### src/common/radio_sample_pkg.sv
// TX sample types and buffer sizing

`default_nettype none

package radio_sample_pkg;

   localparam int IQ_W     = 16;
   localparam int SAMPLE_W = 2 * IQ_W;

   // I in the upper half, Q in the lower
   typedef struct packed {
      logic [IQ_W-1:0] i;
      logic [IQ_W-1:0] q;
   } iq_t;

   // Raw view for magic word compare, iq view for the DAC split
   typedef union packed {
      logic [SAMPLE_W-1:0] raw;
      iq_t                 iq;
   } sample_u;

   // Magic words that switch transmit off and on
   localparam logic [SAMPLE_W-1:0] MAGIC_RX = 32'h7fff_7fff;
   localparam logic [SAMPLE_W-1:0] MAGIC_TX = 32'h8001_8001;

   // Buffer holds 16 samples
   localparam int FIFO_DEPTH_LOG2 = 4;
   localparam int FIFO_DEPTH      = 2 ** FIFO_DEPTH_LOG2;

   typedef struct packed {
      logic overrun;
      logic underrun;
      logic tx_en;
   } tx_status_t;

endpackage

`default_nettype wire

### src/common/radio_regs_pkg.sv
// Radio core settings register map
// Addresses, widths and reset values

`default_nettype none

package radio_regs_pkg;

   ////////////////////////////////////////////////////////////
   // Bus and register widths
   ////////////////////////////////////////////////////////////

   localparam int ADDR_W = 8;
   localparam int DATA_W = 32;
   localparam int LED_W  = 8;
   localparam int GPIO_W = 32;
   localparam int ADC_W  = 4;

   ////////////////////////////////////////////////////////////
   // Settings addresses
   ////////////////////////////////////////////////////////////

   // Misc block with ADC ctrl at +2, LED sw at +3, PHY reset at +4 and LED src at +6
   localparam logic [ADDR_W-1:0] SR_MISC    = 8'd0;
   // Any write here pulses the TX clear
   localparam logic [ADDR_W-1:0] SR_TX_CTRL = 8'd144;
   // ATR words idle, rx-only, tx-only, full-duplex at +0 to +3
   localparam logic [ADDR_W-1:0] SR_GPIO    = 8'd184;

   // Reset LED source mask where 1 selects the hardware bit
   localparam logic [LED_W-1:0] LED_SRC_RESET = 8'h1E;

   ////////////////////////////////////////////////////////////
   // Settings types
   ////////////////////////////////////////////////////////////

   // One settings write
   typedef struct packed {
      logic              stb;
      logic [ADDR_W-1:0] addr;
      logic [DATA_W-1:0] data;
   } set_bus_t;

   typedef logic [LED_W-1:0] led_t;

   // Upper half io_tx, lower half io_rx
   typedef logic [GPIO_W-1:0] gpio_word_t;

   typedef struct packed {
      logic oe_a;
      logic on_a;
      logic oe_b;
      logic on_b;
   } adc_ctrl_t;

endpackage

`default_nettype wire
### src/hw/radio_core.sv
// Radio core sample-rate control slice

`timescale 1ns/100ps
`default_nettype none

module radio_core (
   input  wire         dsp_clk,
   input  wire         por_rst,
   input  wire         set_stb_i,
   input  wire  [7:0]  set_addr_i,
   input  wire  [31:0] set_data_i,
   input  wire  [31:0] sample_i,
   input  wire         sample_stb_i,
   input  wire         dac_stb_i,
   input  wire         rx_run_i,
   input  wire         clk_status_i,
   output logic [15:0] dac_a_o,
   output logic [15:0] dac_b_o,
   output logic [7:0]  leds_o,
   output logic [31:0] gpio_o,
   output logic [3:0]  adc_ctrl_o,
   output logic        phy_reset_n_o,
   output logic        overrun_o,
   output logic        underrun_o
);

   radio_regs_pkg::set_bus_t   set_bus;
   radio_sample_pkg::sample_u  sample_in;
   radio_sample_pkg::sample_u  wr_data;
   radio_sample_pkg::sample_u  head;
   logic                       tx_clear;
   logic                       tx_en;
   logic                       wr_stb;
   logic                       rd_stb;
   logic                       fifo_full;
   logic                       fifo_empty;

   assign set_bus.stb  = set_stb_i;
   assign set_bus.addr = set_addr_i;
   assign set_bus.data = set_data_i;

   assign sample_in.raw = sample_i;

   ////////////////////////////////////////////////////////////
   // Settings and TX path
   ////////////////////////////////////////////////////////////

   radio_settings i_radio_settings (
      .dsp_clk       (dsp_clk),
      .por_rst       (por_rst),
      .set_bus_i     (set_bus),
      .tx_en_i       (tx_en),
      .rx_run_i      (rx_run_i),
      .clk_status_i  (clk_status_i),
      .leds_o        (leds_o),
      .gpio_o        (gpio_o),
      .adc_ctrl_o    (adc_ctrl_o),
      .phy_reset_n_o (phy_reset_n_o),
      .tx_clear_o    (tx_clear)
   );

   tx_sample_intake i_tx_sample_intake (
      .dsp_clk      (dsp_clk),
      .por_rst      (por_rst),
      .sample_i     (sample_in),
      .sample_stb_i (sample_stb_i),
      .clear_i      (tx_clear),
      .full_i       (fifo_full),
      .wr_stb_o     (wr_stb),
      .wr_data_o    (wr_data),
      .overrun_o    (overrun_o)
   );

   tx_sample_fifo i_tx_sample_fifo (
      .dsp_clk   (dsp_clk),
      .por_rst   (por_rst),
      .clear_i   (tx_clear),
      .wr_stb_i  (wr_stb),
      .wr_data_i (wr_data),
      .rd_stb_i  (rd_stb),
      .head_o    (head),
      .full_o    (fifo_full),
      .empty_o   (fifo_empty)
   );

   tx_dac_frontend i_tx_dac_frontend (
      .dsp_clk    (dsp_clk),
      .por_rst    (por_rst),
      .dac_stb_i  (dac_stb_i),
      .clear_i    (tx_clear),
      .empty_i    (fifo_empty),
      .head_i     (head),
      .rd_stb_o   (rd_stb),
      .dac_a_o    (dac_a_o),
      .dac_b_o    (dac_b_o),
      .tx_en_o    (tx_en),
      .underrun_o (underrun_o)
   );

endmodule

`default_nettype wire

### src/hw/tx_path/tx_dac_frontend.sv
// DAC frontend with magic word TX enable

`timescale 1ns/100ps
`default_nettype none

module tx_dac_frontend (
   input  wire                                    dsp_clk,
   input  wire                                    por_rst,
   input  wire                                    dac_stb_i,
   input  wire                                    clear_i,
   input  wire                                    empty_i,
   input  radio_sample_pkg::sample_u              head_i,
   output logic                                   rd_stb_o,
   output logic [radio_sample_pkg::IQ_W-1:0]      dac_a_o,
   output logic [radio_sample_pkg::IQ_W-1:0]      dac_b_o,
   output logic                                   tx_en_o,
   output logic                                   underrun_o
);

   logic pop;
   logic starved;
   logic is_magic_tx;
   logic is_magic_rx;

   // One pop per DAC strobe while samples wait
   assign pop      = dac_stb_i && !empty_i;
   assign starved  = dac_stb_i && empty_i;
   assign rd_stb_o = pop;

   assign is_magic_tx = (head_i.raw == radio_sample_pkg::MAGIC_TX);
   assign is_magic_rx = (head_i.raw == radio_sample_pkg::MAGIC_RX);

   ////////////////////////////////////////////////////////////
   // DAC registers
   ////////////////////////////////////////////////////////////

   always_ff @(posedge dsp_clk) begin
      if (por_rst) begin
         dac_a_o <= '0;
         dac_b_o <= '0;
      end else if (pop) begin
         // Magic words still go out
         dac_a_o <= head_i.iq.i;
         dac_b_o <= head_i.iq.q;
      end else if (starved) begin
         dac_a_o <= '0;
         dac_b_o <= '0;
      end
   end

   ////////////////////////////////////////////////////////////
   // Status
   ////////////////////////////////////////////////////////////

   always_ff @(posedge dsp_clk) begin
      if (por_rst || clear_i) begin
         underrun_o <= 1'b0;
         tx_en_o    <= 1'b0;
      end else begin
         if (starved) begin
            underrun_o <= 1'b1;
         end
         // TX on with 0x8001 pairs and off with 0x7fff pairs
         if (pop && is_magic_tx) begin
            tx_en_o <= 1'b1;
         end else if (pop && is_magic_rx) begin
            tx_en_o <= 1'b0;
         end
      end
   end

endmodule

`default_nettype wire

### src/hw/tx_path/tx_sample_fifo.sv
// Circular TX sample buffer

`timescale 1ns/100ps
`default_nettype none

module tx_sample_fifo (
   input  wire                        dsp_clk,
   input  wire                        por_rst,
   input  wire                        clear_i,
   input  wire                        wr_stb_i,
   input  radio_sample_pkg::sample_u  wr_data_i,
   input  wire                        rd_stb_i,
   output radio_sample_pkg::sample_u  head_o,
   output logic                       full_o,
   output logic                       empty_o
);

   radio_sample_pkg::sample_u                  mem [radio_sample_pkg::FIFO_DEPTH];
   logic [radio_sample_pkg::FIFO_DEPTH_LOG2-1:0] wr_ptr;
   logic [radio_sample_pkg::FIFO_DEPTH_LOG2-1:0] rd_ptr;
   logic [radio_sample_pkg::FIFO_DEPTH_LOG2:0]   count;
   logic                                       do_wr;
   logic                                       do_rd;

   assign full_o  = (count == radio_sample_pkg::FIFO_DEPTH);
   assign empty_o = (count == '0);

   // Guard against writing full or reading empty
   assign do_wr = wr_stb_i && !full_o;
   assign do_rd = rd_stb_i && !empty_o;

   assign head_o = mem[rd_ptr];

   always_ff @(posedge dsp_clk) begin
      if (do_wr) begin
         mem[wr_ptr] <= wr_data_i;
      end
   end

   ////////////////////////////////////////////////////////////
   // Pointers and occupancy
   ////////////////////////////////////////////////////////////

   always_ff @(posedge dsp_clk) begin
      if (por_rst || clear_i) begin
         wr_ptr <= '0;
         rd_ptr <= '0;
         count  <= '0;
      end else begin
         if (do_wr) begin
            wr_ptr <= wr_ptr + 1'b1;
         end
         if (do_rd) begin
            rd_ptr <= rd_ptr + 1'b1;
         end
         // Push and pop together keep the count
         case ({do_wr, do_rd})
            2'b10:   count <= count + 1'b1;
            2'b01:   count <= count - 1'b1;
            default: count <= count;
         endcase
      end
   end

endmodule

`default_nettype wire

### src/hw/tx_path/tx_sample_intake.sv
// TX sample intake with overrun flag

`timescale 1ns/100ps
`default_nettype none

module tx_sample_intake (
   input  wire                        dsp_clk,
   input  wire                        por_rst,
   input  radio_sample_pkg::sample_u  sample_i,
   input  wire                        sample_stb_i,
   input  wire                        clear_i,
   input  wire                        full_i,
   output logic                       wr_stb_o,
   output radio_sample_pkg::sample_u  wr_data_o,
   output logic                       overrun_o
);

   logic dropped;

   // Strobe against a full buffer loses the sample
   assign dropped = sample_stb_i && full_i;

   // Forward while there is room, clear wins
   assign wr_stb_o  = sample_stb_i && !full_i && !clear_i;
   assign wr_data_o = sample_i;

   // Sticky until the next TX clear
   always_ff @(posedge dsp_clk) begin
      if (por_rst) begin
         overrun_o <= 1'b0;
      end else if (clear_i) begin
         overrun_o <= 1'b0;
      end else if (dropped) begin
         overrun_o <= 1'b1;
      end
   end

endmodule

`default_nettype wire

### src/hw/settings/radio_settings.sv
// Radio control registers
// LED source mux and ATR GPIO

`timescale 1ns/100ps
`default_nettype none

module radio_settings (
   input  wire                             dsp_clk,
   input  wire                             por_rst,
   input  radio_regs_pkg::set_bus_t        set_bus_i,
   input  wire                             tx_en_i,
   input  wire                             rx_run_i,
   input  wire                             clk_status_i,
   output radio_regs_pkg::led_t            leds_o,
   output radio_regs_pkg::gpio_word_t      gpio_o,
   output radio_regs_pkg::adc_ctrl_t       adc_ctrl_o,
   output logic                            phy_reset_n_o,
   output logic                            tx_clear_o
);

   radio_regs_pkg::adc_ctrl_t  adc_ctrl;
   radio_regs_pkg::led_t       led_sw;
   radio_regs_pkg::led_t       led_src;
   radio_regs_pkg::led_t       led_hw;
   logic                       phy_reset;
   radio_regs_pkg::gpio_word_t atr_words [4];
   logic [1:0]                 atr_sel;

   ////////////////////////////////////////////////////////////
   // Register writes
   ////////////////////////////////////////////////////////////

   always_ff @(posedge dsp_clk) begin
      if (por_rst) begin
         adc_ctrl     <= '0;
         led_sw       <= '0;
         led_src      <= radio_regs_pkg::LED_SRC_RESET;
         phy_reset    <= 1'b0;
         atr_words[0] <= '0;
         atr_words[1] <= '0;
         atr_words[2] <= '0;
         atr_words[3] <= '0;
      end else if (set_bus_i.stb) begin
         case (set_bus_i.addr)
            radio_regs_pkg::SR_MISC + 8'd2: begin
               adc_ctrl <= radio_regs_pkg::adc_ctrl_t'(
                  set_bus_i.data[radio_regs_pkg::ADC_W-1:0]);
            end
            radio_regs_pkg::SR_MISC + 8'd3: begin
               led_sw <= set_bus_i.data[radio_regs_pkg::LED_W-1:0];
            end
            radio_regs_pkg::SR_MISC + 8'd4: begin
               phy_reset <= set_bus_i.data[0];
            end
            radio_regs_pkg::SR_MISC + 8'd6: begin
               led_src <= set_bus_i.data[radio_regs_pkg::LED_W-1:0];
            end
            radio_regs_pkg::SR_GPIO + 8'd0: begin
               atr_words[0] <= set_bus_i.data;
            end
            radio_regs_pkg::SR_GPIO + 8'd1: begin
               atr_words[1] <= set_bus_i.data;
            end
            radio_regs_pkg::SR_GPIO + 8'd2: begin
               atr_words[2] <= set_bus_i.data;
            end
            radio_regs_pkg::SR_GPIO + 8'd3: begin
               atr_words[3] <= set_bus_i.data;
            end
            default: begin
            end
         endcase
      end
   end

   // Any write to the TX control address pulses the clear
   always_ff @(posedge dsp_clk) begin
      if (por_rst) begin
         tx_clear_o <= 1'b0;
      end else begin
         tx_clear_o <= set_bus_i.stb && (set_bus_i.addr == radio_regs_pkg::SR_TX_CTRL);
      end
   end

   ////////////////////////////////////////////////////////////
   // Outputs
   ////////////////////////////////////////////////////////////

   // Hardware status bits
   assign led_hw = {3'b000, tx_en_i, rx_run_i, clk_status_i, 2'b00};

   // Mask 1 takes the hardware bit and mask 0 the software bit
   assign leds_o = (led_src & led_hw) | (~led_src & led_sw);

   // 00 idle, 01 rx only, 10 tx only, 11 full duplex
   assign atr_sel = {tx_en_i, rx_run_i};
   assign gpio_o  = atr_words[atr_sel];

   assign adc_ctrl_o    = adc_ctrl;
   assign phy_reset_n_o = ~phy_reset;

endmodule

`default_nettype wire

### config.mk
export PLATFORM = sky130hd
export DESIGN_NAME = radio_core
export DESIGN_NICKNAME = d
export VERILOG_FILES = /design/src/common/radio_sample_pkg.sv /design/src/common/radio_regs_pkg.sv /design/src/hw/radio_core.sv /design/src/hw/tx_path/tx_dac_frontend.sv /design/src/hw/tx_path/tx_sample_fifo.sv /design/src/hw/tx_path/tx_sample_intake.sv /design/src/hw/settings/radio_settings.sv
export SDC_FILE = /design/constraint.sdc
export NUM_CORES = 1
export LEC_CHECK = 0
export BUFFER_PORTS_ARGS = -buffer_cell sky130_fd_sc_hd__buf_4
export CORE_ASPECT_RATIO = 0.9
export CORE_MARGIN = 3
export CORE_UTILIZATION = 61
export DETAILED_ROUTE_END_ITERATION = 12
export PLACE_DENSITY = 0.78
export SLEW_MARGIN = 20
export SYNTH_ARGS = -nofsm -noshare
export SYNTH_HDL_FRONTEND = slang
export SYNTH_SLANG_ARGS = --single-unit
export TNS_END_PERCENT = 100
### constraint.sdc
create_clock -name dsp_clk -period 5.9 [get_ports dsp_clk]
set_input_delay 0.295 -clock dsp_clk [delete_from_list [all_inputs] [get_ports dsp_clk]]
set_output_delay 0.295 -clock dsp_clk [all_outputs]
set_load 0.05 [all_outputs]
# Yosys cells after proc, flatten, opt, wreduce, memory -nomap -nowiden
# Memories as Yosys holds them, arrays and structs flattened. A register that Yosys moved wholly into a read port is not among the register bits.
# Index checks and enable logic that the tools add are counted.
# totals
register_bits	70
ramBits	640
in_bits	79
output_inout_bits	79
memories	2
# op_classes
addsub	4
n_eq_ne	14
mux	32
bitwise_logic	9
reduce_logical	23
# memory_table
memory	words	word_bits	read_ports	rd_clocked_by_memory_dff	wr	line	source
i_tx_sample_fifo.mem	16	32	1	1	1	tx_sample_fifo.sv:18	radio_sample_pkg::sample_u mem [radio_sample_pkg::FIFO_DEPTH];
i_radio_settings.atr_words	4	32	1	0	4	radio_settings.sv:26	radio_regs_pkg::gpio_word_t atr_words [4];
# op_table
cell	n
two-way mux 32 bit	4
two-way mux 16 bit	3
equality test 8 bit, second input constant	5
equality test 32 x 31 -> 1 bit, second input constant	1
equality test 32 bit, second input constant	1
two-way mux 1 bit	22
equality test 8 x 2 -> 1 bit, second input constant	2
equality test 8 x 3 -> 1 bit, second input constant	2
logical AND 1 bit	10
case mux 5 bit (2 select lines)	1
adder 4 x 1 -> 4 bit, second input constant	2
bitwise AND 8 x 5 -> 8 bit	1
bitwise AND 8 bit	1
two-way mux 4 bit	2
NOT 8 bit	1
bitwise OR 8 bit	1
AND reduction 2 bit	4
nonzero test 2 bit	3
adder 5 x 1 -> 5 bit, second input constant	1
equality test 5 bit, second input constant	1
logical NOT 5 bit	1
subtractor 5 x 1 -> 5 bit, second input constant	1
bitwise OR 1 bit	4
logical NOT 1 bit	3
other kinds (5)	5

# Logic depth before layout (Yosys ltp)
# depth
word_depth	7
depth_mapped	16

# Modules after synthesis
# A second synthesis with hierarchy kept.
# unflattened
hier_cells	1569
hier_area_um2	28265.9
# modules_own_cells
mod	instances	cells_each	area_per_inst_um2
tx_sample_fifo	1	914	20139.3
radio_settings	1	448	6448.7
tx_dac_frontend	1	171	1395.1
tx_sample_intake	1	36	282.8

# Worst setup path after synthesis
# No wires, ideal clock.
# synth_timing
kind	register to register
start	register i_tx_sample_fifo.count[1] (netlist bit)
end	memory i_tx_sample_fifo.mem[3][0] (netlist bit), enable pin
setup_time_ps	461
arrival_time_ps	3695
setup_slack_ps	1744
stages_incl_launch_ff	7
n_path_buf	1
synth_period_minus_slack_ps	4156
cell_sequence	dfxtp_1 > clkbuf_1 > nor4_1 > a21boi_0 > nor2b_1 > nand2_1 > nor3_1
# synth_between
elab_chain_cells	7
# synth_lines
item	line	source
start, declared	tx_sample_fifo.sv:21	logic [radio_sample_pkg::FIFO_DEPTH_LOG2:0] count;
start signal, assigned	tx_sample_fifo.sv:58	2'b10: count <= count + 1'b1;
start signal, assigned	tx_sample_fifo.sv:59	2'b01: count <= count - 1'b1;
start signal, assigned	tx_sample_fifo.sv:60	default: count <= count;
equality test 5 bit (*)	tx_sample_fifo.sv:25	assign full_o = (count == radio_sample_pkg::FIFO_DEPTH);
logical NOT 1 bit (*)	tx_sample_fifo.sv:29, tx_sample_intake.sv:24	
logical AND 1 bit (2 in a row)	tx_sample_intake.sv:24	assign wr_stb_o = sample_stb_i && !full_i && !clear_i;
logical AND 1 bit (*)	tx_sample_fifo.sv:29	assign do_wr = wr_stb_i && !full_o;
two-way mux 1 bit (*)	tx_sample_fifo.sv:35	if (do_wr) begin
two-way mux 1 bit (not written as such) (*)	tx_sample_fifo.sv:36	mem[wr_ptr] <= wr_data_i;
end, declared	tx_sample_fifo.sv:18	
# Every way passes the cells marked *; elsewhere a longest branch is shown, timed or not.

==> impl_metrics.sql <==
INSERT INTO impl_metrics (metric_group, metric, value, unit) VALUES
('global_route', 'grt_antenna_before_repair', '4', ''),
('floorplanning', 'placementRows', '73', ''),
('clock_network', 'clkLatencyLatePin', '0.60', 'ns'),
('timing', 'setup_viol', '0', ''),
('timing', 'final.hold.worst_slack', '0.0236', 'ns'),
('pwr', 'power.density_cell_area', '373', 'nW/um2'),
('floorplanning', 'core_area', '44600', 'um2'),
('floorplanning', 'initial_core_util', '0.624', ''),
('synth', 'synthesis.area_per_instance', '18.7', 'um2'),
('min_path', 'min-delay-path-class', 'in2reg', ''),
('timing', 'hold_violations', '0', ''),
('drt', 'routed_wire_length_per_instance', '27.6', 'um'),
('global_route', 'grtUsageTotal', '0.277', ''),
('drt', 'drt_drc_violations_left', '0', ''),
('drt', 'detail_route.first_pass.iterations', '7', ''),
('synth', 'synth.net_count', '1572', ''),
('synth', 'synth_enable_flop_cells', '640', ''),
('pwr', 'peak_supply_drop', '0.300', 'mV'),
('global_route', 'via_count_of_the_first_global_routing_pass', '15400', ''),
('synth', 'synthCells', '1484', ''),
('timing', 'fin_tns_setup', '0', 'ns'),
('synth', 'synthesis.area', '27800', 'um2'),
('worst_setup_path', 'critPathLaunchType', 'register', ''),
('clock_network', 'cts_buffer_depth', '3', ''),
('worst_setup_path', 'crit_path_max_fanout', '76', ''),
('synth', 'synth.yosys.warnings', '0', ''),
('floorplanning', 'ios', '158', ''),
('worst_setup_path', 'cp_data_arrival_time', '3.92', 'ns'),
('placed_design', 'post-dp-hpwl', '36.0', 'mm'),
('clock_network', 'clock-sinks', '714', ''),
('global_route', 'grt_first_pass_wirelength', '98.2', 'mm'),
('placed_design', 'place.gp.congestion', '0.826', ''),
('cells_and_area', 'filler_cell_count', '2569', ''),
('drt', 'wirelength', '65.8', 'mm'),
('clock_network', 'cts_tree', 'built', ''),
('cells_and_area', 'synth_to_final_area_change', '17.8', '%'),
('clock_network', 'tritoncts.num_buffers', '70', ''),
('clock_network', 'cts_root_buffer', 'sky130_fd_sc_hd__clkbuf_16', ''),
('timing', 'min_period', '3.38', 'ns'),
('timing', 'rsz0062_at_grt', 'no', ''),
('timing', 'period_share', '0.573', ''),
('timing', 'timing_max_transition_violations_final', '0', ''),
('clock_network', 'cts_max_level', '3', ''),
('worst_setup_path', 'critical_path_required', '6.44', 'ns'),
('synth', 'synth-seq-area-share', '0.744', ''),
('clock_network', 'clkSlewWorstSetupHoldPaths', '0.07', 'ns'),
('timing', 'maxSlewHeadroom', '0.227', ''),
('cells_and_area', 'fin_nets', '1816', ''),
('worst_setup_path', 'worstSetupEndpointType', 'register', ''),
('drt', 'drt-vias-per-instance', '6.36', ''),
('worst_setup_path', 'path_class', 'reg2reg', ''),
('timing', 'worst_clock_skew', '0.0172', 'ns'),
('placed_design', 'buffer_ports.inserted', '157', ''),
('synth', 'post_synth_num_cell_types', '37', ''),
('floorplanning', 'die_width', '231', 'um'),
('global_route', 'gr-total-overflow', '0', ''),
('synth', 'synth-async-reset-ratio', '0', ''),
('run_status', 'status', 'finished clean', ''),
('drt', 'via_count', '15200', ''),
('synth', 'ys_ff_latch', '714', ''),
('drt', 'ant_nets', '0', ''),
('global_route', 'grt_max_degree', '77', ''),
('timing', 'achievable-frequency', '0.296', 'GHz'),
('pwr', 'cellLeakagePower', '10.8', 'nW'),
('cells_and_area', 'layout-drive-gt1-share', '0.274', ''),
('flow_run', 'number_of_maximum_capacitance_constraint_violations', '0', ''),
('drt', 'drt_iter0_drc', '1989', ''),
('floorplanning', 'dieHeight', '209', 'um'),
('timing', 'worst_slew_pin_slew', '1.16', 'ns'),
('synth', 'postSynth.topFlopCell', 'sky130_fd_sc_hd__edfxtp_1', ''),
('floorplanning', 'dieArea', '48200', 'um2');
[worst max-delay path: stages (launching register included)]
cell,delay (ns)
sky130_fd_sc_hd__dfxtp_4,0.82
sky130_fd_sc_hd__buf_12,0.50
sky130_fd_sc_hd__mux4_2,0.59
sky130_fd_sc_hd__a22oi_1,0.23
sky130_fd_sc_hd__nand2_1,0.18
sky130_fd_sc_hd__nor4_1,0.39
sky130_fd_sc_hd__nand2_1,0.16
sky130_fd_sc_hd__nor2_1,0.14
sky130_fd_sc_hd__a31o_1,0.14
[registers in the layout, summed over array words and instances (netlist names), named ones only]
name                          cells
i_tx_dac_frontend.dac_b_o        16
i_tx_dac_frontend.underrun_o      1
i_tx_sample_fifo.wr_ptr           4
i_tx_dac_frontend.tx_en_o         1
i_radio_settings.led_src          8
i_radio_settings.phy_reset        1
i_tx_sample_intake.overrun_o      1
i_radio_settings.atr_words      128
i_tx_sample_fifo.mem            512
i_tx_sample_fifo.rd_ptr           4
i_tx_dac_frontend.dac_a_o        16
i_radio_settings.tx_clear_o       1
i_tx_sample_fifo.count            5
i_radio_settings.led_sw           8
i_radio_settings.adc_ctrl_o       4
[through the flow]
| step | power (mW) | util | cell area (um2) | instances | setup slack, ns |
|---|---|---|---|---|---|
| after floorplan | 7.30 | - | 27800 | 1484 | 1.74 |
| after global placement | 7.88 | 0.670 | 29900 | 2190 | 2.60 |
| after detailed placement | 7.92 | 0.671 | 29900 | 2191 | 2.54 |
| after CTS | 12.3 | 0.734 | 32700 | 2380 | 2.49 |
| after global routing | 12.6 | 0.735 | 32800 | 2384 | 2.23 |
| final | 12.2 | 0.735 | 32800 | 2384 | 2.52 |
[final timing paths]
| kind | startpoint | slack (ns) | depth (start not counted) | to |
|---|---|---|---|---|
| hold / removal | set_data_i[5] | 0.02 | 3 | i_radio_settings.led_src[5]$_SDFFE_PP0P_ |
| setup reg to reg | register | 2.52 | 8 | i_tx_dac_frontend.tx_en_o$_SDFFE_PP0P_ |
| setup / recovery | register | 2.52 | 8 | i_tx_dac_frontend.tx_en_o$_SDFFE_PP0P_ |
| hold reg to reg | i_tx_sample_intake.overrun_o$_SDFFE_PP0P_ | 0.47 | 2 | i_tx_sample_intake.overrun_o$_SDFFE_PP0P_ |
[cell type report]
type,instances,area [um2],share of cell area
inverter,5,18.8,0.000573
antenna,2,5.00,0.000153
tap,600,751,0.0229
sequential,714,20700,0.632
multi-input combinational,679,6940,0.212
clock buffer,91,1910,0.0584
clock inverter,35,299,0.00912
timing repair buffer,258,2140,0.0654
[where the power goes]
group	leakage, nW	internal (mW)	switching (mW)	total, mW
Sequential	6.44	5.73	0.176	5.90
Clock	1.08	2.51	1.83	4.34
Combinational	3.32	0.810	1.17	1.98
Total	10.8	9.05	3.18	12.2
[cells in the mapped netlist, types with 2 or more instances]
cell / n / area share
sky130_fd_sc_hd__nor4_1: 10 / 0.0022
sky130_fd_sc_hd__a31oi_1: 2 / 0.00045
sky130_fd_sc_hd__o21ai_0: 3 / 0.00054
sky130_fd_sc_hd__nor2_1: 85 / 0.011
sky130_fd_sc_hd__nor3_1: 10 / 0.0018
sky130_fd_sc_hd__buf_1: 9 / 0.0012
sky130_fd_sc_hd__edfxtp_1: 640 / 0.69
sky130_fd_sc_hd__or3_1: 2 / 0.00045
sky130_fd_sc_hd__buf_4: 5 / 0.0013
sky130_fd_sc_hd__nand4b_1: 3 / 0.00094
sky130_fd_sc_hd__a211o_1: 4 / 0.0013
sky130_fd_sc_hd__a22oi_1: 63 / 0.017
sky130_fd_sc_hd__mux2_2: 4 / 0.0016
sky130_fd_sc_hd__buf_2: 14 / 0.0025
sky130_fd_sc_hd__mux4_2: 160 / 0.13
sky130_fd_sc_hd__nand3_1: 2 / 0.00036
sky130_fd_sc_hd__xor2_1: 9 / 0.0028
sky130_fd_sc_hd__mux2i_1: 21 / 0.0076
sky130_fd_sc_hd__clkbuf_1: 57 / 0.0077
sky130_fd_sc_hd__and2_1: 128 / 0.029
sky130_fd_sc_hd__xnor2_1: 2 / 0.00063
sky130_fd_sc_hd__inv_1: 5 / 0.00067
sky130_fd_sc_hd__a21oi_1: 42 / 0.0076
sky130_fd_sc_hd__nand4_1: 8 / 0.0018
sky130_fd_sc_hd__o21bai_1: 4 / 0.0011
sky130_fd_sc_hd__ha_1: 9 / 0.0040
sky130_fd_sc_hd__or2_2: 4 / 0.00090
sky130_fd_sc_hd__dfxtp_1: 74 / 0.053
sky130_fd_sc_hd__nand2_1: 48 / 0.0065
sky130_fd_sc_hd__nand2b_1: 6 / 0.0013
sky130_fd_sc_hd__nor2b_1: 45 / 0.010
[cells in the final DEF (no fill, tap or decap), types with 10 or more instances in the layout]
| cell type | instances |
|---|---|
| sky130_fd_sc_hd__clkinv_2 | 12 |
| sky130_fd_sc_hd__a22oi_1 | 63 |
| sky130_fd_sc_hd__nor2_1 | 72 |
| sky130_fd_sc_hd__clkinv_1 | 13 |
| sky130_fd_sc_hd__edfxtp_1 | 640 |
| sky130_fd_sc_hd__and2_1 | 129 |
| sky130_fd_sc_hd__nor4_1 | 10 |
| sky130_fd_sc_hd__clkbuf_1 | 16 |
| sky130_fd_sc_hd__mux2i_1 | 21 |
| sky130_fd_sc_hd__dfxtp_1 | 72 |
| sky130_fd_sc_hd__nand2_1 | 48 |
| sky130_fd_sc_hd__mux4_2 | 160 |
| sky130_fd_sc_hd__a21oi_1 | 42 |
| sky130_fd_sc_hd__dlygate4sd3_1 | 64 |
| sky130_fd_sc_hd__buf_4 | 191 |
| sky130_fd_sc_hd__nor2b_1 | 42 |
| sky130_fd_sc_hd__nor2_4 | 13 |
| sky130_fd_sc_hd__clkbuf_16 | 73 |
[metal layers]
| layer | GRT usage | vias up | wire [um] |
|---|---|---|---|
| met5 | 0 | - | 27 |
| met4 | 0.0699 | 4 | 1700 |
| met3 | 0.0697 | 159 | 6710 |
| met2 | 0.430 | 847 | 31700 |
| met1 | 0.404 | 7807 | 25600 |
| li1 | - | 6350 | - |
[cell families (layout without fill, tap and decap cells)]
group                    count (synthesis)  in the layout  share of synthesized area
adder cells (fa/ha/maj)                  9              9                    0.00405
AND/OR/NAND/NOR                        352            352                     0.0669
buffers and inverters                   91            389                     0.0139
AO/OA/AOI/OAI                          122            122                     0.0290
XOR/XNOR                                11             11                    0.00346
multiplexers                           185            185                      0.139
other                                    0              2                          0
flip-flops                             714            714                      0.744
[repair_timing]
action | in CTS | in global routing
resized for setup | 0 | 0
buffers inserted | 0 | 0
hold buffers | 63 | 1
endpoints found under the setup margin | 0 | 0
hold endpoints to repair | 549 | 1
Note: power is estimated with default switching activity, not from simulation.
